**src/rtl/video_pkg.sv**
```systemverilog
package video_pkg;

    ////////////////////
    // frame geometry
    ////////////////////

    // raw sensor frame, reduced size
    localparam int RAW_WIDTH  = 16;
    localparam int RAW_HEIGHT = 12;

    // crop window
    localparam int ROI_WIDTH  = 8;
    localparam int ROI_HEIGHT = 8;

    // after 2x2 binning
    localparam int BIN_WIDTH  = 4;
    localparam int BIN_HEIGHT = 4;

    localparam int PIX_BITS     = 8;
    localparam int COORD_BITS   = 8;
    localparam int FRAME_PIXELS = BIN_WIDTH * BIN_HEIGHT;

    ////////////////////
    // host framing
    ////////////////////

    // "BIVFRAME", first byte in the top bits
    localparam logic [63:0] MAGIC_NUM   = 64'h4249_5646_5241_4D45;
    localparam int          MAGIC_BYTES = 8;

    // room for two binned frames
    localparam int FIFO_DEPTH = 2 * FRAME_PIXELS;

    typedef enum logic [1:0] {
        PK_IDLE,
        PK_HEADER,
        PK_PIXELS
    } packer_state_e;

endpackage

```
**src/rtl/host_pkg.sv**
```systemverilog
package host_pkg;

    // command is addr then data, both msb first
    localparam int CMD_BYTES     = 6;
    localparam int CMD_ADDR_BITS = 16;
    localparam int CMD_DATA_BITS = 32;

    // register map, everything else is ignored
    typedef enum logic [15:0] {
        REG_ROI_COL = 16'd0,
        REG_ROI_ROW = 16'd1
    } reg_addr_e;

    // centres the 8x8 crop in the 16x12 frame
    localparam int ROI_COL_RESET = 4;
    localparam int ROI_ROW_RESET = 2;

endpackage

```
**src/rtl/roi_crop.sv**
```systemverilog
module roi_crop (
    input  logic                             core_clk,
    input  logic                             sys_reset,
    input  logic                             pix_valid_i,
    input  logic                             pix_sof_i,
    input  logic [video_pkg::PIX_BITS-1:0]   pix_data_i,
    input  logic [video_pkg::COORD_BITS-1:0] roi_col_i,
    input  logic [video_pkg::COORD_BITS-1:0] roi_row_i,
    output logic                             crop_valid_o,
    output logic                             crop_sof_o,
    output logic [video_pkg::PIX_BITS-1:0]   crop_data_o,
    output logic                             crop_odd_row_o,
    output logic                             crop_odd_col_o
);

    // raw position of the next expected pixel
    logic [video_pkg::COORD_BITS-1:0] col_q;
    logic [video_pkg::COORD_BITS-1:0] row_q;
    // corner in use for the current frame
    logic [video_pkg::COORD_BITS-1:0] win_col_q;
    logic [video_pkg::COORD_BITS-1:0] win_row_q;

    logic                             sof_pix;
    logic [video_pkg::COORD_BITS-1:0] cur_col;
    logic [video_pkg::COORD_BITS-1:0] cur_row;
    logic [video_pkg::COORD_BITS-1:0] cor_col;
    logic [video_pkg::COORD_BITS-1:0] cor_row;
    logic [video_pkg::COORD_BITS-1:0] rel_col;
    logic [video_pkg::COORD_BITS-1:0] rel_row;
    logic                             in_win;

    assign sof_pix = pix_valid_i && pix_sof_i;

    // start of frame forces position 0 and picks up the new corner at once
    assign cur_col = sof_pix ? '0 : col_q;
    assign cur_row = sof_pix ? '0 : row_q;
    assign cor_col = sof_pix ? roi_col_i : win_col_q;
    assign cor_row = sof_pix ? roi_row_i : win_row_q;

    assign rel_col = cur_col - cor_col;
    assign rel_row = cur_row - cor_row;

    assign in_win = (cur_col >= cor_col) && (cur_row >= cor_row)
                 && (rel_col < video_pkg::COORD_BITS'(video_pkg::ROI_WIDTH))
                 && (rel_row < video_pkg::COORD_BITS'(video_pkg::ROI_HEIGHT));

    always_ff @(posedge core_clk) begin
        if (sys_reset) begin
            col_q        <= '0;
            row_q        <= '0;
            win_col_q    <= '0;
            win_row_q    <= '0;
            crop_valid_o <= 1'b0;
            crop_sof_o   <= 1'b0;
        end else begin
            crop_valid_o <= pix_valid_i && in_win;
            crop_sof_o   <= pix_valid_i && in_win && (rel_col == '0) && (rel_row == '0);
            if (sof_pix) begin
                win_col_q <= roi_col_i;
                win_row_q <= roi_row_i;
            end
            // raster walk
            if (pix_valid_i) begin
                if (cur_col == video_pkg::COORD_BITS'(video_pkg::RAW_WIDTH - 1)) begin
                    col_q <= '0;
                    if (cur_row == video_pkg::COORD_BITS'(video_pkg::RAW_HEIGHT - 1)) begin
                        row_q <= '0;
                    end else begin
                        row_q <= cur_row + 1'b1;
                    end
                end else begin
                    col_q <= cur_col + 1'b1;
                    row_q <= cur_row;
                end
            end
        end
    end

    always_ff @(posedge core_clk) begin
        crop_data_o    <= pix_data_i;
        crop_odd_row_o <= rel_row[0];
        crop_odd_col_o <= rel_col[0];
    end

endmodule

```
**src/rtl/pixel_binner.sv**
```systemverilog
module pixel_binner (
    input  logic                           core_clk,
    input  logic                           sys_reset,
    input  logic                           crop_valid_i,
    input  logic                           crop_sof_i,
    input  logic [video_pkg::PIX_BITS-1:0] crop_data_i,
    input  logic                           crop_odd_row_i,
    input  logic                           crop_odd_col_i,
    output logic                           bin_valid_o,
    output logic                           bin_sof_o,
    output logic [video_pkg::PIX_BITS-1:0] bin_data_o
);

    ////////////////////
    // storage
    ////////////////////

    // half-line of horizontal pair sums from the even row
    logic [video_pkg::PIX_BITS:0]   line_buf [video_pkg::BIN_WIDTH];
    logic [video_pkg::PIX_BITS-1:0] left_q;
    logic [$clog2(video_pkg::BIN_WIDTH)-1:0] pair_q;
    // start seen, block 0 not yet out
    logic                           sof_pend_q;

    logic [video_pkg::PIX_BITS:0]   pair_sum;
    logic [video_pkg::PIX_BITS+1:0] block_sum;
    logic                           pair_done;
    logic                           block_done;

    assign pair_done  = crop_valid_i && crop_odd_col_i;
    assign block_done = pair_done && crop_odd_row_i;

    assign pair_sum  = {1'b0, left_q} + {1'b0, crop_data_i};
    assign block_sum = {1'b0, line_buf[pair_q]} + {1'b0, pair_sum};

    ////////////////////
    // datapath
    ////////////////////

    always_ff @(posedge core_clk) begin
        if (crop_valid_i && !crop_odd_col_i) begin
            left_q <= crop_data_i;
        end
        if (pair_done && !crop_odd_row_i) begin
            line_buf[pair_q] <= pair_sum;
        end
        // divide by four, rounding down
        bin_data_o <= block_sum[video_pkg::PIX_BITS+1:2];
    end

    ////////////////////
    // control
    ////////////////////

    always_ff @(posedge core_clk) begin
        if (sys_reset) begin
            pair_q      <= '0;
            sof_pend_q  <= 1'b0;
            bin_valid_o <= 1'b0;
            bin_sof_o   <= 1'b0;
        end else begin
            bin_valid_o <= block_done;
            bin_sof_o   <= block_done && sof_pend_q;

            if (crop_valid_i && crop_sof_i) begin
                pair_q     <= '0;
                sof_pend_q <= 1'b1;
            end else if (pair_done) begin
                if (pair_q == $bits(pair_q)'(video_pkg::BIN_WIDTH - 1)) begin
                    pair_q <= '0;
                end else begin
                    pair_q <= pair_q + 1'b1;
                end
            end

            if (block_done) begin
                sof_pend_q <= 1'b0;
            end
        end
    end

endmodule

```
**src/rtl/stream_fifo.sv**
```systemverilog
module stream_fifo (
    input  logic                           core_clk,
    input  logic                           sys_reset,
    input  logic                           wr_en_i,
    input  logic                           wr_sof_i,
    input  logic [video_pkg::PIX_BITS-1:0] wr_data_i,
    input  logic                           rd_en_i,
    output logic                           rd_valid_o,
    output logic                           rd_sof_o,
    output logic [video_pkg::PIX_BITS-1:0] rd_data_o
);

    // each entry is {sof, pixel}
    logic [video_pkg::PIX_BITS:0] mem [video_pkg::FIFO_DEPTH];

    logic [$clog2(video_pkg::FIFO_DEPTH)-1:0] wr_ptr_q;
    logic [$clog2(video_pkg::FIFO_DEPTH)-1:0] rd_ptr_q;
    logic [$clog2(video_pkg::FIFO_DEPTH):0]   count_q;
    logic                                     push;
    logic                                     pop;

    // full drops the write
    assign push = wr_en_i && (count_q != $bits(count_q)'(video_pkg::FIFO_DEPTH));
    assign pop  = rd_en_i && rd_valid_o;

    // show-ahead head entry
    assign rd_valid_o            = (count_q != '0);
    assign {rd_sof_o, rd_data_o} = mem[rd_ptr_q];

    always_ff @(posedge core_clk) begin
        if (push) begin
            mem[wr_ptr_q] <= {wr_sof_i, wr_data_i};
        end
    end

    // depth is a power of two so the pointers wrap on their own
    always_ff @(posedge core_clk) begin
        if (sys_reset) begin
            wr_ptr_q <= '0;
            rd_ptr_q <= '0;
            count_q  <= '0;
        end else begin
            if (push) begin
                wr_ptr_q <= wr_ptr_q + 1'b1;
            end
            if (pop) begin
                rd_ptr_q <= rd_ptr_q + 1'b1;
            end
            case ({push, pop})
                2'b10:   count_q <= count_q + 1'b1;
                2'b01:   count_q <= count_q - 1'b1;
                default: count_q <= count_q;
            endcase
        end
    end

endmodule

```
**src/rtl/frame_packer.sv**
```systemverilog
module frame_packer (
    input  logic                           core_clk,
    input  logic                           sys_reset,
    input  logic                           rd_valid_i,
    input  logic                           rd_sof_i,
    input  logic [video_pkg::PIX_BITS-1:0] rd_data_i,
    input  logic                           tx_stall_i,
    output logic                           rd_en_o,
    output logic                           tx_valid_o,
    output logic [video_pkg::PIX_BITS-1:0] tx_data_o
);

    video_pkg::packer_state_e state_q;
    // header byte index, then pixel index
    logic [$clog2(video_pkg::FRAME_PIXELS)-1:0] cnt_q;
    logic [$clog2(video_pkg::MAGIC_BYTES)-1:0]  hdr_idx;
    logic [video_pkg::PIX_BITS-1:0]             hdr_byte;

    // byte 0 is the top byte of the magic number
    assign hdr_idx  = $bits(hdr_idx)'(video_pkg::MAGIC_BYTES - 1) - cnt_q[$bits(hdr_idx)-1:0];
    assign hdr_byte = video_pkg::MAGIC_NUM[hdr_idx*8 +: 8];

    ////////////////////
    // outputs
    ////////////////////

    always_comb begin
        tx_valid_o = 1'b0;
        tx_data_o  = hdr_byte;
        rd_en_o    = 1'b0;
        case (state_q)
            // drop leftovers until a frame start sits at the head
            video_pkg::PK_IDLE: begin
                rd_en_o = rd_valid_i && !rd_sof_i;
            end
            video_pkg::PK_HEADER: begin
                tx_valid_o = !tx_stall_i;
            end
            video_pkg::PK_PIXELS: begin
                tx_valid_o = !tx_stall_i && rd_valid_i;
                tx_data_o  = rd_data_i;
                rd_en_o    = !tx_stall_i && rd_valid_i;
            end
            default: begin
                tx_valid_o = 1'b0;
            end
        endcase
    end

    ////////////////////
    // FSM
    ////////////////////

    always_ff @(posedge core_clk) begin
        if (sys_reset) begin
            state_q <= video_pkg::PK_IDLE;
            cnt_q   <= '0;
        end else begin
            case (state_q)
                video_pkg::PK_IDLE: begin
                    cnt_q <= '0;
                    if (rd_valid_i && rd_sof_i) begin
                        state_q <= video_pkg::PK_HEADER;
                    end
                end
                video_pkg::PK_HEADER: begin
                    if (tx_valid_o) begin
                        if (cnt_q == $bits(cnt_q)'(video_pkg::MAGIC_BYTES - 1)) begin
                            cnt_q   <= '0;
                            state_q <= video_pkg::PK_PIXELS;
                        end else begin
                            cnt_q <= cnt_q + 1'b1;
                        end
                    end
                end
                video_pkg::PK_PIXELS: begin
                    if (tx_valid_o) begin
                        if (cnt_q == $bits(cnt_q)'(video_pkg::FRAME_PIXELS - 1)) begin
                            cnt_q   <= '0;
                            state_q <= video_pkg::PK_IDLE;
                        end else begin
                            cnt_q <= cnt_q + 1'b1;
                        end
                    end
                end
                default: begin
                    state_q <= video_pkg::PK_IDLE;
                end
            endcase
        end
    end

endmodule

```
**src/rtl/roi_command_regs.sv**
```systemverilog
module roi_command_regs (
    input  logic                             core_clk,
    input  logic                             sys_reset,
    input  logic                             host_valid_i,
    input  logic [7:0]                       host_data_i,
    output logic [video_pkg::COORD_BITS-1:0] roi_col_o,
    output logic [video_pkg::COORD_BITS-1:0] roi_row_o
);

    // {addr, data} once all six bytes are in
    logic [host_pkg::CMD_ADDR_BITS+host_pkg::CMD_DATA_BITS-1:0] cmd_q;
    logic [$clog2(host_pkg::CMD_BYTES)-1:0]                     byte_cnt_q;
    logic                                                       cmd_done_q;
    host_pkg::reg_addr_e                                        cmd_addr;

    assign cmd_addr = host_pkg::reg_addr_e'(cmd_q[$bits(cmd_q)-1 -: host_pkg::CMD_ADDR_BITS]);

    // bytes arrive msb first
    always_ff @(posedge core_clk) begin
        if (host_valid_i) begin
            cmd_q <= {cmd_q[$bits(cmd_q)-9:0], host_data_i};
        end
    end

    always_ff @(posedge core_clk) begin
        if (sys_reset) begin
            byte_cnt_q <= '0;
            cmd_done_q <= 1'b0;
            roi_col_o  <= video_pkg::COORD_BITS'(host_pkg::ROI_COL_RESET);
            roi_row_o  <= video_pkg::COORD_BITS'(host_pkg::ROI_ROW_RESET);
        end else begin
            cmd_done_q <= 1'b0;
            if (host_valid_i) begin
                if (byte_cnt_q == $bits(byte_cnt_q)'(host_pkg::CMD_BYTES - 1)) begin
                    byte_cnt_q <= '0;
                    cmd_done_q <= 1'b1;
                end else begin
                    byte_cnt_q <= byte_cnt_q + 1'b1;
                end
            end

            // register write, one cycle after the last byte
            if (cmd_done_q) begin
                case (cmd_addr)
                    host_pkg::REG_ROI_COL: roi_col_o <= cmd_q[video_pkg::COORD_BITS-1:0];
                    host_pkg::REG_ROI_ROW: roi_row_o <= cmd_q[video_pkg::COORD_BITS-1:0];
                    default: begin
                        roi_col_o <= roi_col_o;
                    end
                endcase
            end
        end
    end

endmodule

```
**src/rtl/preview_top.sv**
```systemverilog
module preview_top (
    input  logic                           core_clk,
    input  logic                           sys_reset,
    input  logic                           pix_valid_i,
    input  logic                           pix_sof_i,
    input  logic [video_pkg::PIX_BITS-1:0] pix_data_i,
    input  logic                           host_valid_i,
    input  logic [7:0]                     host_data_i,
    input  logic                           tx_stall_i,
    output logic                           tx_valid_o,
    output logic [video_pkg::PIX_BITS-1:0] tx_data_o
);

    logic [video_pkg::COORD_BITS-1:0] roi_col_w;
    logic [video_pkg::COORD_BITS-1:0] roi_row_w;

    logic                           crop_valid_w;
    logic                           crop_sof_w;
    logic [video_pkg::PIX_BITS-1:0] crop_data_w;
    logic                           crop_odd_row_w;
    logic                           crop_odd_col_w;

    logic                           bin_valid_w;
    logic                           bin_sof_w;
    logic [video_pkg::PIX_BITS-1:0] bin_data_w;

    logic                           fifo_rd_en_w;
    logic                           fifo_valid_w;
    logic                           fifo_sof_w;
    logic [video_pkg::PIX_BITS-1:0] fifo_data_w;

    ////////////////////
    // host commands
    ////////////////////

    roi_command_regs cmd_regs0 (
        .core_clk     (core_clk),
        .sys_reset    (sys_reset),
        .host_valid_i (host_valid_i),
        .host_data_i  (host_data_i),
        .roi_col_o    (roi_col_w),
        .roi_row_o    (roi_row_w)
    );

    ////////////////////
    // video pipeline
    ////////////////////

    roi_crop crop0 (
        .core_clk       (core_clk),
        .sys_reset      (sys_reset),
        .pix_valid_i    (pix_valid_i),
        .pix_sof_i      (pix_sof_i),
        .pix_data_i     (pix_data_i),
        .roi_col_i      (roi_col_w),
        .roi_row_i      (roi_row_w),
        .crop_valid_o   (crop_valid_w),
        .crop_sof_o     (crop_sof_w),
        .crop_data_o    (crop_data_w),
        .crop_odd_row_o (crop_odd_row_w),
        .crop_odd_col_o (crop_odd_col_w)
    );

    pixel_binner binner0 (
        .core_clk       (core_clk),
        .sys_reset      (sys_reset),
        .crop_valid_i   (crop_valid_w),
        .crop_sof_i     (crop_sof_w),
        .crop_data_i    (crop_data_w),
        .crop_odd_row_i (crop_odd_row_w),
        .crop_odd_col_i (crop_odd_col_w),
        .bin_valid_o    (bin_valid_w),
        .bin_sof_o      (bin_sof_w),
        .bin_data_o     (bin_data_w)
    );

    stream_fifo fifo0 (
        .core_clk   (core_clk),
        .sys_reset  (sys_reset),
        .wr_en_i    (bin_valid_w),
        .wr_sof_i   (bin_sof_w),
        .wr_data_i  (bin_data_w),
        .rd_en_i    (fifo_rd_en_w),
        .rd_valid_o (fifo_valid_w),
        .rd_sof_o   (fifo_sof_w),
        .rd_data_o  (fifo_data_w)
    );

    // header plus pixels out to the host
    frame_packer packer0 (
        .core_clk   (core_clk),
        .sys_reset  (sys_reset),
        .rd_valid_i (fifo_valid_w),
        .rd_sof_i   (fifo_sof_w),
        .rd_data_i  (fifo_data_w),
        .tx_stall_i (tx_stall_i),
        .rd_en_o    (fifo_rd_en_w),
        .tx_valid_o (tx_valid_o),
        .tx_data_o  (tx_data_o)
    );

endmodule

```
**config.mk**
```make
export PLATFORM = sky130hd
export DESIGN_NAME = preview_top
export DESIGN_NICKNAME = d
export VERILOG_FILES = /design/src/rtl/video_pkg.sv /design/src/rtl/host_pkg.sv /design/src/rtl/roi_crop.sv /design/src/rtl/pixel_binner.sv /design/src/rtl/stream_fifo.sv /design/src/rtl/frame_packer.sv /design/src/rtl/roi_command_regs.sv /design/src/rtl/preview_top.sv
export SDC_FILE = /design/constraint.sdc
export NUM_CORES = 1
export LEC_CHECK = 0
export BUFFER_PORTS_ARGS = -buffer_cell sky130_fd_sc_hd__buf_4
export CORE_ASPECT_RATIO = 0.5
export CORE_MARGIN = 4
export CORE_UTILIZATION = 63
export CTS_CLUSTER_SIZE = 25
export DETAILED_ROUTE_END_ITERATION = 6
export PLACE_DENSITY = 0.77
export SKIP_CTS_REPAIR_TIMING = 1
export SLEW_MARGIN = 5
export SYNTH_ARGS = -nofsm -noshare
export SYNTH_HDL_FRONTEND = slang
export SYNTH_HIERARCHICAL = 1
export SYNTH_SLANG_ARGS = --single-unit
```
**constraint.sdc**
```tcl
create_clock -name core_clk -period 5.1 [get_ports core_clk]
set_clock_uncertainty 0.15 [all_clocks]
set_input_delay 1.02 -clock core_clk [delete_from_list [all_inputs] [get_ports core_clk]]
set_output_delay 1.02 -clock core_clk [all_outputs]
set_load 0.1 [all_outputs]
```
; Word-level counts from Yosys, hierarchy flattened
; Memories as Yosys holds them, arrays and structs flattened. A register that Yosys moved wholly into a read port is not among the register bits.
; Index checks and enable logic that the tools add are counted.
[word_totals]
in_bits = 22
register_bits = 155
memories = 2
ram_bits = 324
output_inout_bits = 9
[mem_list]
columns = name, depth, word_bits, read_ports, rd_ports_with_merged_regs, wr, line_no
row1 = fifo0.mem, 32, 9, 1, 1, 1, stream_fifo.sv:14  ; logic [video_pkg::PIX_BITS:0] mem [video_pkg::FIFO_DEPTH];
row2 = binner0.line_buf, 4, 9, 1, 1, 1, pixel_binner.sv:19  ; logic [video_pkg::PIX_BITS:0] line_buf [video_pkg::BIN_WIDTH];
[op_classes]
bitwise = 1
muxes = 33
reduce_logical = 36
n_eq_ne = 17
shifts = 1
addsub = 14
magnitude_cmp = 4
[ops]
columns = cell, count
row1 = two-way mux 8 bit, 8
row2 = indexed part select 64 x 7 -> 8 bit (first input constant), 1
row3 = logical AND 1 bit, 18
row4 = adder 8 x 1 -> 8 bit (second input constant), 2
row5 = equality test 16 x 1 -> 1 bit (second input constant), 1
row6 = equality test 8 x 4 -> 1 bit (second input constant), 2
row7 = greater-or-equal comparator 8 bit, 2
row8 = zero test 16 bit, 1
row9 = zero test 8 bit, 2
row10 = less-than comparator 8 x 4 -> 1 bit (second input constant), 2
row11 = two-way mux 2 bit, 8
row12 = two-way mux 4 bit, 4
row13 = subtractor 8 bit, 2
row14 = one-hot mux 4 bit (3 select lines), 1
row15 = one-hot mux 6 bit (2 select lines), 1
row16 = adder 5 x 1 -> 5 bit (second input constant), 2
row17 = adder 9 x 9 -> 10 bit, 1
row18 = two-way mux 5 bit, 2
row19 = adder 8 x 8 -> 9 bit, 1
row20 = adder 6 x 1 -> 6 bit (second input constant), 1
row21 = equality test 2 bit (second input constant), 3
row22 = != test 2 x 1 -> 1 bit (second input constant), 3
row23 = != test 6 bit (second input constant), 1
row24 = one-hot mux 2 bit (3 select lines), 1
row25 = 23 further kinds, 36

; Depth between registers and ports, before layout
; Gate-level depths: netlist of run 1.
[depth]
depth_word = 9
ltp_mapped = 19

; By module
; The synthesis of run 1 kept the hierarchy.
[by_module_without_submodules]
columns = mod, area_each_um2, seq_area_each_um2, cells_per_inst, instances
row1 = stream_fifo, 12285.5, 9068.7, 682, 1
row2 = pixel_binner, 2710.1, 1621.6, 181, 1
row3 = roi_crop, 2513.7, 880.8, 305, 1
row4 = roi_command_regs, 2272.2, 1841.8, 141, 1
row5 = frame_packer, 645.6, 120.1, 83, 1

; Least setup slack after synthesis of run 1
; Ideal clock, no wire load.
[synth_path]
path_type = register to output
from = register packer0.state_q[0]
to = output tx_data_o[3] (netlist name)
t_arrival_ns = 3.093
path_stages_with_launch = 6
path_slack_ns = 0.837
path_buffers = 2
cell_sequence = dfxtp_1 -> inv_1 -> ha_1 -> buf_2 -> clkbuf_1 -> o21ai_0
[synth_via]
elab_chain_cells = 2
[synth_rtl]
columns = element, line_no
row1 = start: declaration, frame_packer.sv:13  ; video_pkg::packer_state_e state_q;
row2 = start signal: assignment, frame_packer.sv:56  ; state_q <= video_pkg::PK_IDLE;
row3 = start signal: assignment, frame_packer.sv:63  ; state_q <= video_pkg::PK_HEADER;
row4 = start signal: assignment, frame_packer.sv:70  ; state_q <= video_pkg::PK_PIXELS;
row5 = equality test 2 bit, frame_packer.sv:31  ; case (state_q)
row6 = two-way mux 8 bit, frame_packer.sv:31
row7 = end: declaration, preview_top.sv:11  ; output logic [video_pkg::PIX_BITS-1:0] tx_data_o
; Every way passes these cells.

==> results.sh, run 1 <==
export IMPL_status="finished, final reports clean"
export IMPL_ys_seq_area_frac=0.663
export IMPL_clkSinkCount=486
export IMPL_grt_max_degree=86
export IMPL_syn_to_final_growth_pct=9.20
export IMPL_cts_buffer_depth=3
export IMPL_synth_top_family_by_area="multiplexers"
export IMPL_yosys_area_top_type="edfxtp_1"
export IMPL_relSlewSlack=0.142
export IMPL_multi_input_area_mm2=0.00641
export IMPL_layout_drive_gt1_share=0.123
export IMPL_slowest_stage="dfxtp_2"
export IMPL_grt_overflow=0
export IMPL_io_buffers=30
export IMPL_rows=46
export IMPL_path_cells="buf_6, mux4_2, a22o_1, a221oi_1, nand3_1, and2_1, buf_4"
export IMPL_synth_compound_area_frac=0.0851
export IMPL_rsz0062_at_grt="no"
export IMPL_path_max_fanout=24
export IMPL_worstMarginPinSlew_ps=1280
export IMPL_wl_um=40500
export IMPL_cpPeakStageDelay_ps=690
export IMPL_synth_top_area_frac=0.559
export IMPL_die_x_um=263
export IMPL_ios=31
export IMPL_antenna_found_initial=0
export IMPL_syn_num_nets=1466
export IMPL_via_per_inst=6.28
export IMPL_cp_end_kind="output pin"
export IMPL_maxCapViolations=0
export IMPL_power_leakage_nw=7.34
export IMPL_clkTransAtPathRegs_ps=70
export IMPL_drv_slew=0
export IMPL_dieArea_mm2=0.0355
export IMPL_dpl_cell_area_mm2=0.0209
export IMPL_grt_usage=0.229
export IMPL_cts_buffers=42
export IMPL_htreeDepth=2
export IMPL_antenna_left=0
export IMPL_fin_area_mm2=0.0223
export IMPL_finalSetupViolations=0
export IMPL_synth_seq_cells=486
export IMPL_criticalPathCategory="register to output pin"
export IMPL_clkLatencyLatePin_ps=550
export IMPL_start_util=0.642
export IMPL_ys_flop_type="edfxtp_1"
export IMPL_ys_top_cells_by_area="edfxtp_1 56%, dfxtp_1 10%, mux2i_1 4.6%"
export IMPL_final_setup_tns_ps=0
export IMPL_ys_top_cells_by_count="380 x edfxtp_1, 106 x dfxtp_1, 104 x nor2_1, 94 x mux2i_1, 63 x a21oi_1"
export IMPL_grt_pass1_vias=11600
export IMPL_hpwlAfterDp_um=25300
export IMPL_vias=11800
export IMPL_gp_congestion=0.843
export IMPL_root_buffer="clkbuf_16"
export IMPL_syn_avg_cell_area_um2=14.7
export IMPL_synth_xor_area_share=0.0124
export IMPL_synth_edff_count=380
export IMPL_syn_cell_area_mm2=0.0204
export IMPL_synth_cells=1392
export IMPL_hp_class="register to register"
export IMPL_fill_cells=2056
export IMPL_synth_adder_area_share=0.0322
export IMPL_critPathTopFamily="compound AO/OA/AOI/OAI gates"
export IMPL_clock_fmax_mhz=211
export IMPL_num_antenna_cells=0
export IMPL_path_buf_inv=2
export IMPL_yosysUniqueCellTypes=95
export IMPL_drc_errors=0
export IMPL_core_mm2=0.0318
export IMPL_synth_most_common_cell="edfxtp_1"
export IMPL_cts_tree="built"
export IMPL_worstSetupStartpointType="register"
export IMPL_crit_required_ps=3930
export IMPL_yosys_warnings=6
export IMPL_nets=1484
export IMPL_period_share=0.930
export IMPL_grt_pass1_wl_um=64000
export IMPL_finalCriticalPeriod_ps=4750
export IMPL_wl_per_cell_um=21.6
export IMPL_synthArstFlopShare=0
export IMPL_powerDensity_mw_per_mm2=361
export IMPL_synthSimpleGateAreaFrac=0.0839
export IMPL_drtIter0Drc=1252
export IMPL_fp_dieH_um=135
export IMPL_hold_violations=0
export IMPL_regArea_mm2=0.0135
export IMPL_synthMuxAreaShare=0.100
export IMPL_critical_path_arrival_ps=3580
export IMPL_ir_drop_uv=259
export IMPL_dr_pass1_iters=5
==> layout make-up <==
| cell class | count | share of cell area |
|---|---|---|
| tap | 432 | 0.0242 |
| multi-input combinational | 803 | 0.287 |
| inverter | 39 | 0.00656 |
| timing repair buffer | 38 | 0.0130 |
| sequential | 486 | 0.607 |
| clock buffer | 62 | 0.0550 |
| clock inverter | 15 | 0.00696 |
==> cell families after synthesis <==
family,after synthesis
adder cells (fa/ha/maj),52
AND/OR/NAND/NOR,328
flip-flops,486
AO/OA/AOI/OAI,249
multiplexers,145
buffers and inverters,103
XOR/XNOR,29
==> cells in the final DEF, fill, tap and decap left out, types with 9 or more instances in the layout <==
cell type / count
a22o_1: 9
a21oi_1: 63
nor2_1: 104
a221oi_1: 9
nand4_1: 13
and2_1: 21
nand3_1: 52
edfxtp_1: 380
mux4_2: 36
nor2b_1: 15
nand2b_1: 11
clkbuf_16: 43
clkbuf_1: 11
ha_1: 51
nand2_1: 53
o21ai_0: 45
mux2i_1: 94
buf_4: 37
inv_1: 37
xnor2_1: 16
a31oi_1: 9
xor2_1: 13
dfxtp_1: 103
a22oi_1: 41
==> metrics by stage <==
| stage | util | cells | worst slack, ps | total power, mW | hold slack, ps |
|---|---|---|---|---|---|
| 6_report | 0.701 | 1875 | 355 | 8.05 | 268 |
| 5_1_grt | 0.701 | 1875 | 153 | 8.33 | 269 |
| 4_1_cts | 0.701 | 1875 | 214 | 8.09 | 268 |
| 3_5_place_dp | 0.657 | 1798 | 742 | 4.92 | 255 |
| 3_3_place_gp | 0.657 | 1798 | 843 | 4.90 | 250 |
| 2_1_floorplan | - | 1392 | 837 | 4.77 | 250 |
==> state kept, by name, summed over array words and instances (netlist names), 2 cells and up, named ones only <==
register              count
cmd_regs0/cmd_q          48
fifo0/rd_ptr_q            5
packer0/cnt_q             4
binner0/left_q            8
crop0/win_col_q           8
cmd_regs0/byte_cnt_q      3
cmd_regs0/roi_col_o       8
binner0/line_buf         36
binner0/bin_data_o        8
fifo0/count_q             6
cmd_regs0/roi_row_o       8
fifo0/wr_ptr_q            5
binner0/pair_q            2
crop0/win_row_q           8
crop0/row_q               8
crop0/col_q               8
fifo0/mem               288
packer0/state_q           2
crop0/crop_data_o         8
==> where the power goes <==
group | internal (mW) | total [mW] | leakage, nW | switching [mW]
logic | 0.0958 | 0.248 | 2.40 | 0.152
clock network | 1.83 | 3.21 | 0.686 | 1.39
registers | 4.43 | 4.59 | 4.25 | 0.157
==> metal layers <==
layer,vias up,share of wire,global-route usage
met2,432,0.49,0.390
met4,0,0.026,0.0646
met5,-,0,0
met3,78,0.066,0.0416
met1,5845,0.42,0.310
li1,5415,-,-
==> final timing paths <==
path / from / to / slack [ps] / depth (start not counted)
max reg2reg: register / fifo0/count_q[4]$_SDFFE_PP0P_ / 530 / 15
min reg2reg: cmd_regs0/cmd_q[18]$_DFFE_PP_ / cmd_regs0/cmd_q[26]$_DFFE_PP_ / 270 / 0
max: register / tx_data_o[7] / 350 / 7
min: cmd_regs0/cmd_q[18]$_DFFE_PP_ / cmd_regs0/cmd_q[26]$_DFFE_PP_ / 270 / 0
Note: power is estimated with default switching activity, not from simulation.
==> inputs of run 2 (changes only) <==
Settings changed: SYNTH_HIERARCHICAL 1 to default.
==> results.sh, run 2 <==
export IMPL_core_mm2=0.0307
export IMPL_synth_compound_area_frac=0.0543
export IMPL_p_comb_frac=0.023
export IMPL_critical_path_arrival_ps=3650
export IMPL_grt_max_degree=83
export IMPL_ys_top_cells_by_area="edfxtp_1 57%, dfxtp_1 11%, mux4_2 11%"
export IMPL_cp_end_kind="output pin"
export IMPL_cts_tree="built"
export IMPL_io_buffers=30
export IMPL_num_antenna_cells=0
export IMPL_hold_end="cmd_regs0.cmd_q[36]$_DFFE_PP_"
export IMPL_power_total_mw=7.83
export IMPL_top_register="fifo0.mem"
export IMPL_root_buffer="clkbuf_16"
export IMPL_cts_buffer_depth=3
export IMPL_rsz0062_at_grt="no"
export IMPL_p_sw_frac=0.215
export IMPL_gp_congestion=0.880
export IMPL_crit_required_ps=3930
export IMPL_vias=11100
export IMPL_ir_drop_uv=313
export IMPL_synthArstFlopShare=0
export IMPL_final_setup_tns_ps=0
export IMPL_final_cell_mix="380 x edfxtp_1, 123 x nor2_1, 104 x dfxtp_1"
export IMPL_synth_top_area_frac=0.574
export IMPL_cts_buffers=42
export IMPL_worstMarginPinSlew_ps=1240
export IMPL_dpl_cell_area_mm2=0.0205
export IMPL_p_seq_frac=0.589
export IMPL_rows=45
export IMPL_r2r_worst_path_cells=15
export IMPL_synth_most_common_cell="edfxtp_1"
export IMPL_syn_to_final_growth_pct=9.42
export IMPL_synthSimpleGateAreaFrac=0.0789
export IMPL_final_common_cell="edfxtp_1"
export IMPL_maxCapViolations=0
export IMPL_largest_reg_flops=288
export IMPL_hp_class="register to register"
export IMPL_p_sw_mw=1.68
export IMPL_path_buf_inv=2
export IMPL_cpPeakStageDelay_ps=780
export IMPL_fill_cells=1873
export IMPL_finalCriticalPeriod_ps=4820
export IMPL_worstSetupStartpointType="register"
export IMPL_grt_overflow=0
export IMPL_critPathTopFamily="multiplexers"
export IMPL_drc_errors=0
export IMPL_finalSetupViolations=0
export IMPL_clkLatencyLatePin_ps=550
export IMPL_syn_cell_area_mm2=0.0199
export IMPL_synthMuxAreaShare=0.125
export IMPL_holdPathStages=0
export IMPL_path_max_fanout=34
export IMPL_clkSinkCount=486
export IMPL_powerDensity_mw_per_mm2=360
export IMPL_ys_flop_type="edfxtp_1"
export IMPL_yosys_area_top_type="edfxtp_1"
export IMPL_ys_top_cells_by_count="380 x edfxtp_1, 123 x nor2_1, 106 x dfxtp_1, 93 x mux4_2, 65 x nand2_1"
export IMPL_start_util=0.648
export IMPL_ys_seq_area_frac=0.681
export IMPL_wl_um=39800
export IMPL_antenna_found_initial=1
export IMPL_slowest_stage="dfxtp_4"
export IMPL_synth_seq_cells=486
export IMPL_grt_usage=0.234
export IMPL_die_x_um=259
export IMPL_yosys_warnings=0
export IMPL_dieArea_mm2=0.0346
export IMPL_drv_slew=0
export IMPL_antenna_left=0
export IMPL_final_util=0.709
export IMPL_syn_num_nets=1343
export IMPL_path_cells="buf_4, mux4_2, mux4_2, mux2_2, a21o_1, buf_4"
export IMPL_hold_violations=0
export IMPL_clkTransAtPathRegs_ps=70
export IMPL_synth_edff_count=380
export IMPL_synth_xor_area_share=0.0123
export IMPL_path_depth=6
export IMPL_synth_top_family_by_area="multiplexers"
export IMPL_top_regs="fifo0.mem (288), cmd_regs0.cmd_q (48), binner0.line_buf (36)"
export IMPL_dp_cells=1679
export IMPL_grt_pass1_vias=11000
export IMPL_clockPowerShare=0.388
export IMPL_status="finished, final reports clean"
export IMPL_internal_power_mw=6.15
export IMPL_ios=31
export IMPL_hpwlAfterDp_um=24300
export IMPL_final_cells=1756
export IMPL_htreeDepth=2
export IMPL_dr_pass1_iters=6
export IMPL_period_share=0.944
export IMPL_synth_adder_area_share=0.0316
export IMPL_via_per_inst=6.29
export IMPL_syn_avg_cell_area_um2=15.6
export IMPL_relSlewSlack=0.172
export IMPL_layout_drive_gt1_share=0.149
export IMPL_fin_area_mm2=0.0218
export IMPL_criticalPathCategory="register to output pin"
export IMPL_timing_rr_end="fifo0.count_q[4]$_SDFFE_PP0P_"
export IMPL_drtIter0Drc=1278
export IMPL_grt_pass1_wl_um=62900
export IMPL_rrSetupSlack_ps=520
export IMPL_fp_dieH_um=134
export IMPL_wl_per_cell_um=22.7
export IMPL_yosysUniqueCellTypes=70
export IMPL_nets=1370
export IMPL_power_leakage_nw=7.11
export IMPL_min_from="cmd_regs0.cmd_q[28]$_DFFE_PP_"
export IMPL_synth_cells=1273
export IMPL_clock_fmax_mhz=208
-- run 2: stage by stage --
step,hold slack [ps],setup slack [ps]
floorplan,250,326
global placement,250,801
detailed placement,255,689
CTS,270,211
global route,277,82.1
finish,270,283
-- run 2: power groups by stage --
stage	combinational [mW]	clock, mW	sequential [mW]
6_report	0.183	3.04	4.61
5_1_grt	0.205	3.26	4.63
4_1_cts	0.183	3.07	4.61
3_5_place_dp	0.181	0	4.70
3_3_place_gp	0.172	0	4.68
2_1_floorplan	0.130	0	4.61
-- run 2: layout make-up --
class                   count  area (µm²)  area share
flip-flops and latches    486       13500       0.622
multi-input cells         701        6000       0.276
clock buffers              65        1200      0.0551
well taps                 423         529      0.0243
repair buffers             37         278      0.0128
inverters                  32         120     0.00552
clock inverters            12        81.3     0.00374
-- run 2: how the worst max path moves through the flow --
stage	from	to	slack (ps)
2_1_floorplan	register	tx_data_o[0]	330
6_report	register	tx_data_o[1]	280
5_1_grt	register	tx_data_o[1]	80
4_1_cts	register	tx_data_o[1]	210
3_5_place_dp	pix_valid_i	crop0.crop_sof_o$_SDFF_PP0_	690
3_3_place_gp	register	fifo0.count_q[4]$_SDFFE_PP0P_	800
-- run 2: cells by family after synthesis --
logic type / Yosys count
AO/OA/AOI/OAI: 166
XOR/XNOR: 28
adder cells (fa/ha/maj): 50
buffers and inverters: 86
flip-flops: 486
multiplexers: 131
AND/OR/NAND/NOR: 326
-- run 2: per-layer routing --
layer / wire length (µm) / up-vias / share of wire / track usage
met3: 3080 / 84 / 0.077 / 0.0427
met1: 16700 / 5517 / 0.42 / 0.334
li1: - / 4954 / - / -
met4: 995 / 2 / 0.025 / 0.0605
met2: 19000 / 493 / 0.48 / 0.383
met5: 10 / - / 0.00025 / 0
-- run 2: worst register-to-register path, cell delays in order, from the launching register on --
cell,delay [ps]
dfxtp_4,830
a2111oi_0,280
a2111oi_0,600
a211oi_2,230
a32oi_1,540
nor2_1,130
ha_1,350
xor2_1,200
ha_1,190
a21oi_1,240
nor2b_1,90
o21ai_0,150
a21oi_1,90
o21bai_1,180
xnor2_1,130
nor2_1,50
==> inputs of run 3 (changes only) <==
Settings changed: RECOVER_POWER from default to 50.
==> results.sh, run 3 (synthesis results as in run 2) <==
export IMPL_path_buf_inv=2
export IMPL_powerDensity_mw_per_mm2=360
export IMPL_crit_required_ps=3930
export IMPL_path_max_fanout=34
export IMPL_power_leakage_nw=7.09
export IMPL_final_cells=1756
export IMPL_final_setup_tns_ps=0
export IMPL_wl_um=39600
export IMPL_critical_path_arrival_ps=3630
export IMPL_worstSetupStartpointType="register"
export IMPL_status="complete, but fails checks"
export IMPL_top_regs="fifo0.mem (288), cmd_regs0.cmd_q (48), binner0.line_buf (36)"
export IMPL_grt_max_degree=83
export IMPL_dpl_cell_area_mm2=0.0205
export IMPL_largest_reg_flops=288
export IMPL_dr_pass1_iters=5
export IMPL_cts_buffers=42
export IMPL_clkSinkCount=486
export IMPL_drv_slew=51
export IMPL_worstMarginPinSlew_ps=2510
export IMPL_period_share=0.942
export IMPL_wl_per_cell_um=22.6
export IMPL_via_per_inst=6.28
export IMPL_vias=11000
export IMPL_criticalPathCategory="register to output pin"
export IMPL_clkTransAtPathRegs_ps=70
export IMPL_hold_end="cmd_regs0.cmd_q[36]$_DFFE_PP_"
export IMPL_dp_slack_ps=689
export IMPL_die_x_um=259
export IMPL_final_util=0.709
export IMPL_r2r_worst_path_cells=15
export IMPL_drc_errors=0
export IMPL_hold_slack_ps=270
export IMPL_rrSetupSlack_ps=530
export IMPL_final_cell_mix="380 x edfxtp_1, 123 x nor2_1, 104 x dfxtp_1"
export IMPL_gp_congestion=0.880
export IMPL_fill_cells=1872
export IMPL_drtIter0Drc=1308
export IMPL_power_total_mw=7.83
export IMPL_finalCriticalPeriod_ps=4800
export IMPL_grt_usage=0.234
export IMPL_cts_tree="built"
export IMPL_fp_dieH_um=134
export IMPL_clock_fmax_mhz=208
export IMPL_ios=31
export IMPL_finalSetupViolations=0
export IMPL_nets=1370
export IMPL_root_buffer="clkbuf_16"
export IMPL_path_depth=6
export IMPL_start_util=0.648
export IMPL_dieArea_mm2=0.0346
export IMPL_grt_pass1_wl_um=62900
export IMPL_cpPeakStageDelay_ps=770
export IMPL_grt_pass1_vias=11000
export IMPL_cts_buffer_depth=3
export IMPL_core_mm2=0.0307
export IMPL_syn_to_final_growth_pct=9.38
export IMPL_layout_drive_gt1_share=0.148
export IMPL_htreeDepth=2
export IMPL_clkLatencyLatePin_ps=550
export IMPL_dp_cells=1679
export IMPL_fin_area_mm2=0.0217
export IMPL_min_from="cmd_regs0.cmd_q[28]$_DFFE_PP_"
export IMPL_rows=45
export IMPL_antenna_left=0
export IMPL_antenna_found_initial=1
export IMPL_grt_overflow=0
export IMPL_final_common_cell="edfxtp_1"
export IMPL_hold_violations=0
export IMPL_hpwlAfterDp_um=24300
export IMPL_hp_class="register to register"
export IMPL_multi_input_area_mm2=0.00600
export IMPL_relSlewSlack=-0.675
export IMPL_io_buffers=30
export IMPL_timing_rr_end="fifo0.count_q[4]$_SDFFE_PP0P_"
export IMPL_cp_end_kind="output pin"
export IMPL_critPathTopFamily="multiplexers"
export IMPL_rsz0062_at_grt="no"
export IMPL_ir_drop_uv=314
export IMPL_slowest_stage="dfxtp_4"
export IMPL_path_cells="buf_4, mux4_2, mux4_2, mux2_2, a21o_1, buf_4"
export IMPL_maxCapViolations=1
export IMPL_setup_slack_ps=296
export IMPL_regArea_mm2=0.0135
export IMPL_num_antenna_cells=0
export IMPL_holdPathStages=0
export IMPL_top_register="fifo0.mem"
export IMPL_violations="max-capacitance violations, max-slew violations"
==> run 3: power breakdown <==
| part | total, mW | leakage, nW | switching, mW | internal [mW] |
|---|---|---|---|---|
| Combinational | 0.181 | 2.23 | 0.111 | 0.0705 |
| Clock | 3.03 | 0.619 | 1.40 | 1.64 |
| Sequential | 4.61 | 4.25 | 0.167 | 4.45 |
| Total | 7.83 | 7.09 | 1.67 | 6.15 |
==> run 3: worst max-delay path by stage <==
stage / end / slack, ps / from
6_report: tx_data_o[1] / 300 / register
5_1_grt: tx_data_o[1] / 80 / register
4_1_cts: tx_data_o[1] / 210 / register
3_5_place_dp: crop0.crop_sof_o$_SDFF_PP0_ / 690 / pix_valid_i
3_3_place_gp: fifo0.count_q[4]$_SDFFE_PP0P_ / 800 / register
2_1_floorplan: tx_data_o[0] / 330 / register
==> run 3: final cells by class <==
cell class	instances	area share
Multi-Input combinational cell	701	0.276
Inverter	32	0.00552
Sequential cell	486	0.623
Clock buffer	65	0.0551
Tap cell	423	0.0243
Timing Repair Buffer	37	0.0124
Clock inverter	12	0.00374
==> run 3: routing by layer <==
metal	vias up	global-route usage	routed length (µm)
met5	-	0	10
met4	2	0.0605	947
met3	82	0.0427	2880
met2	452	0.383	19000
met1	5542	0.334	16800
li1	4957	-	-
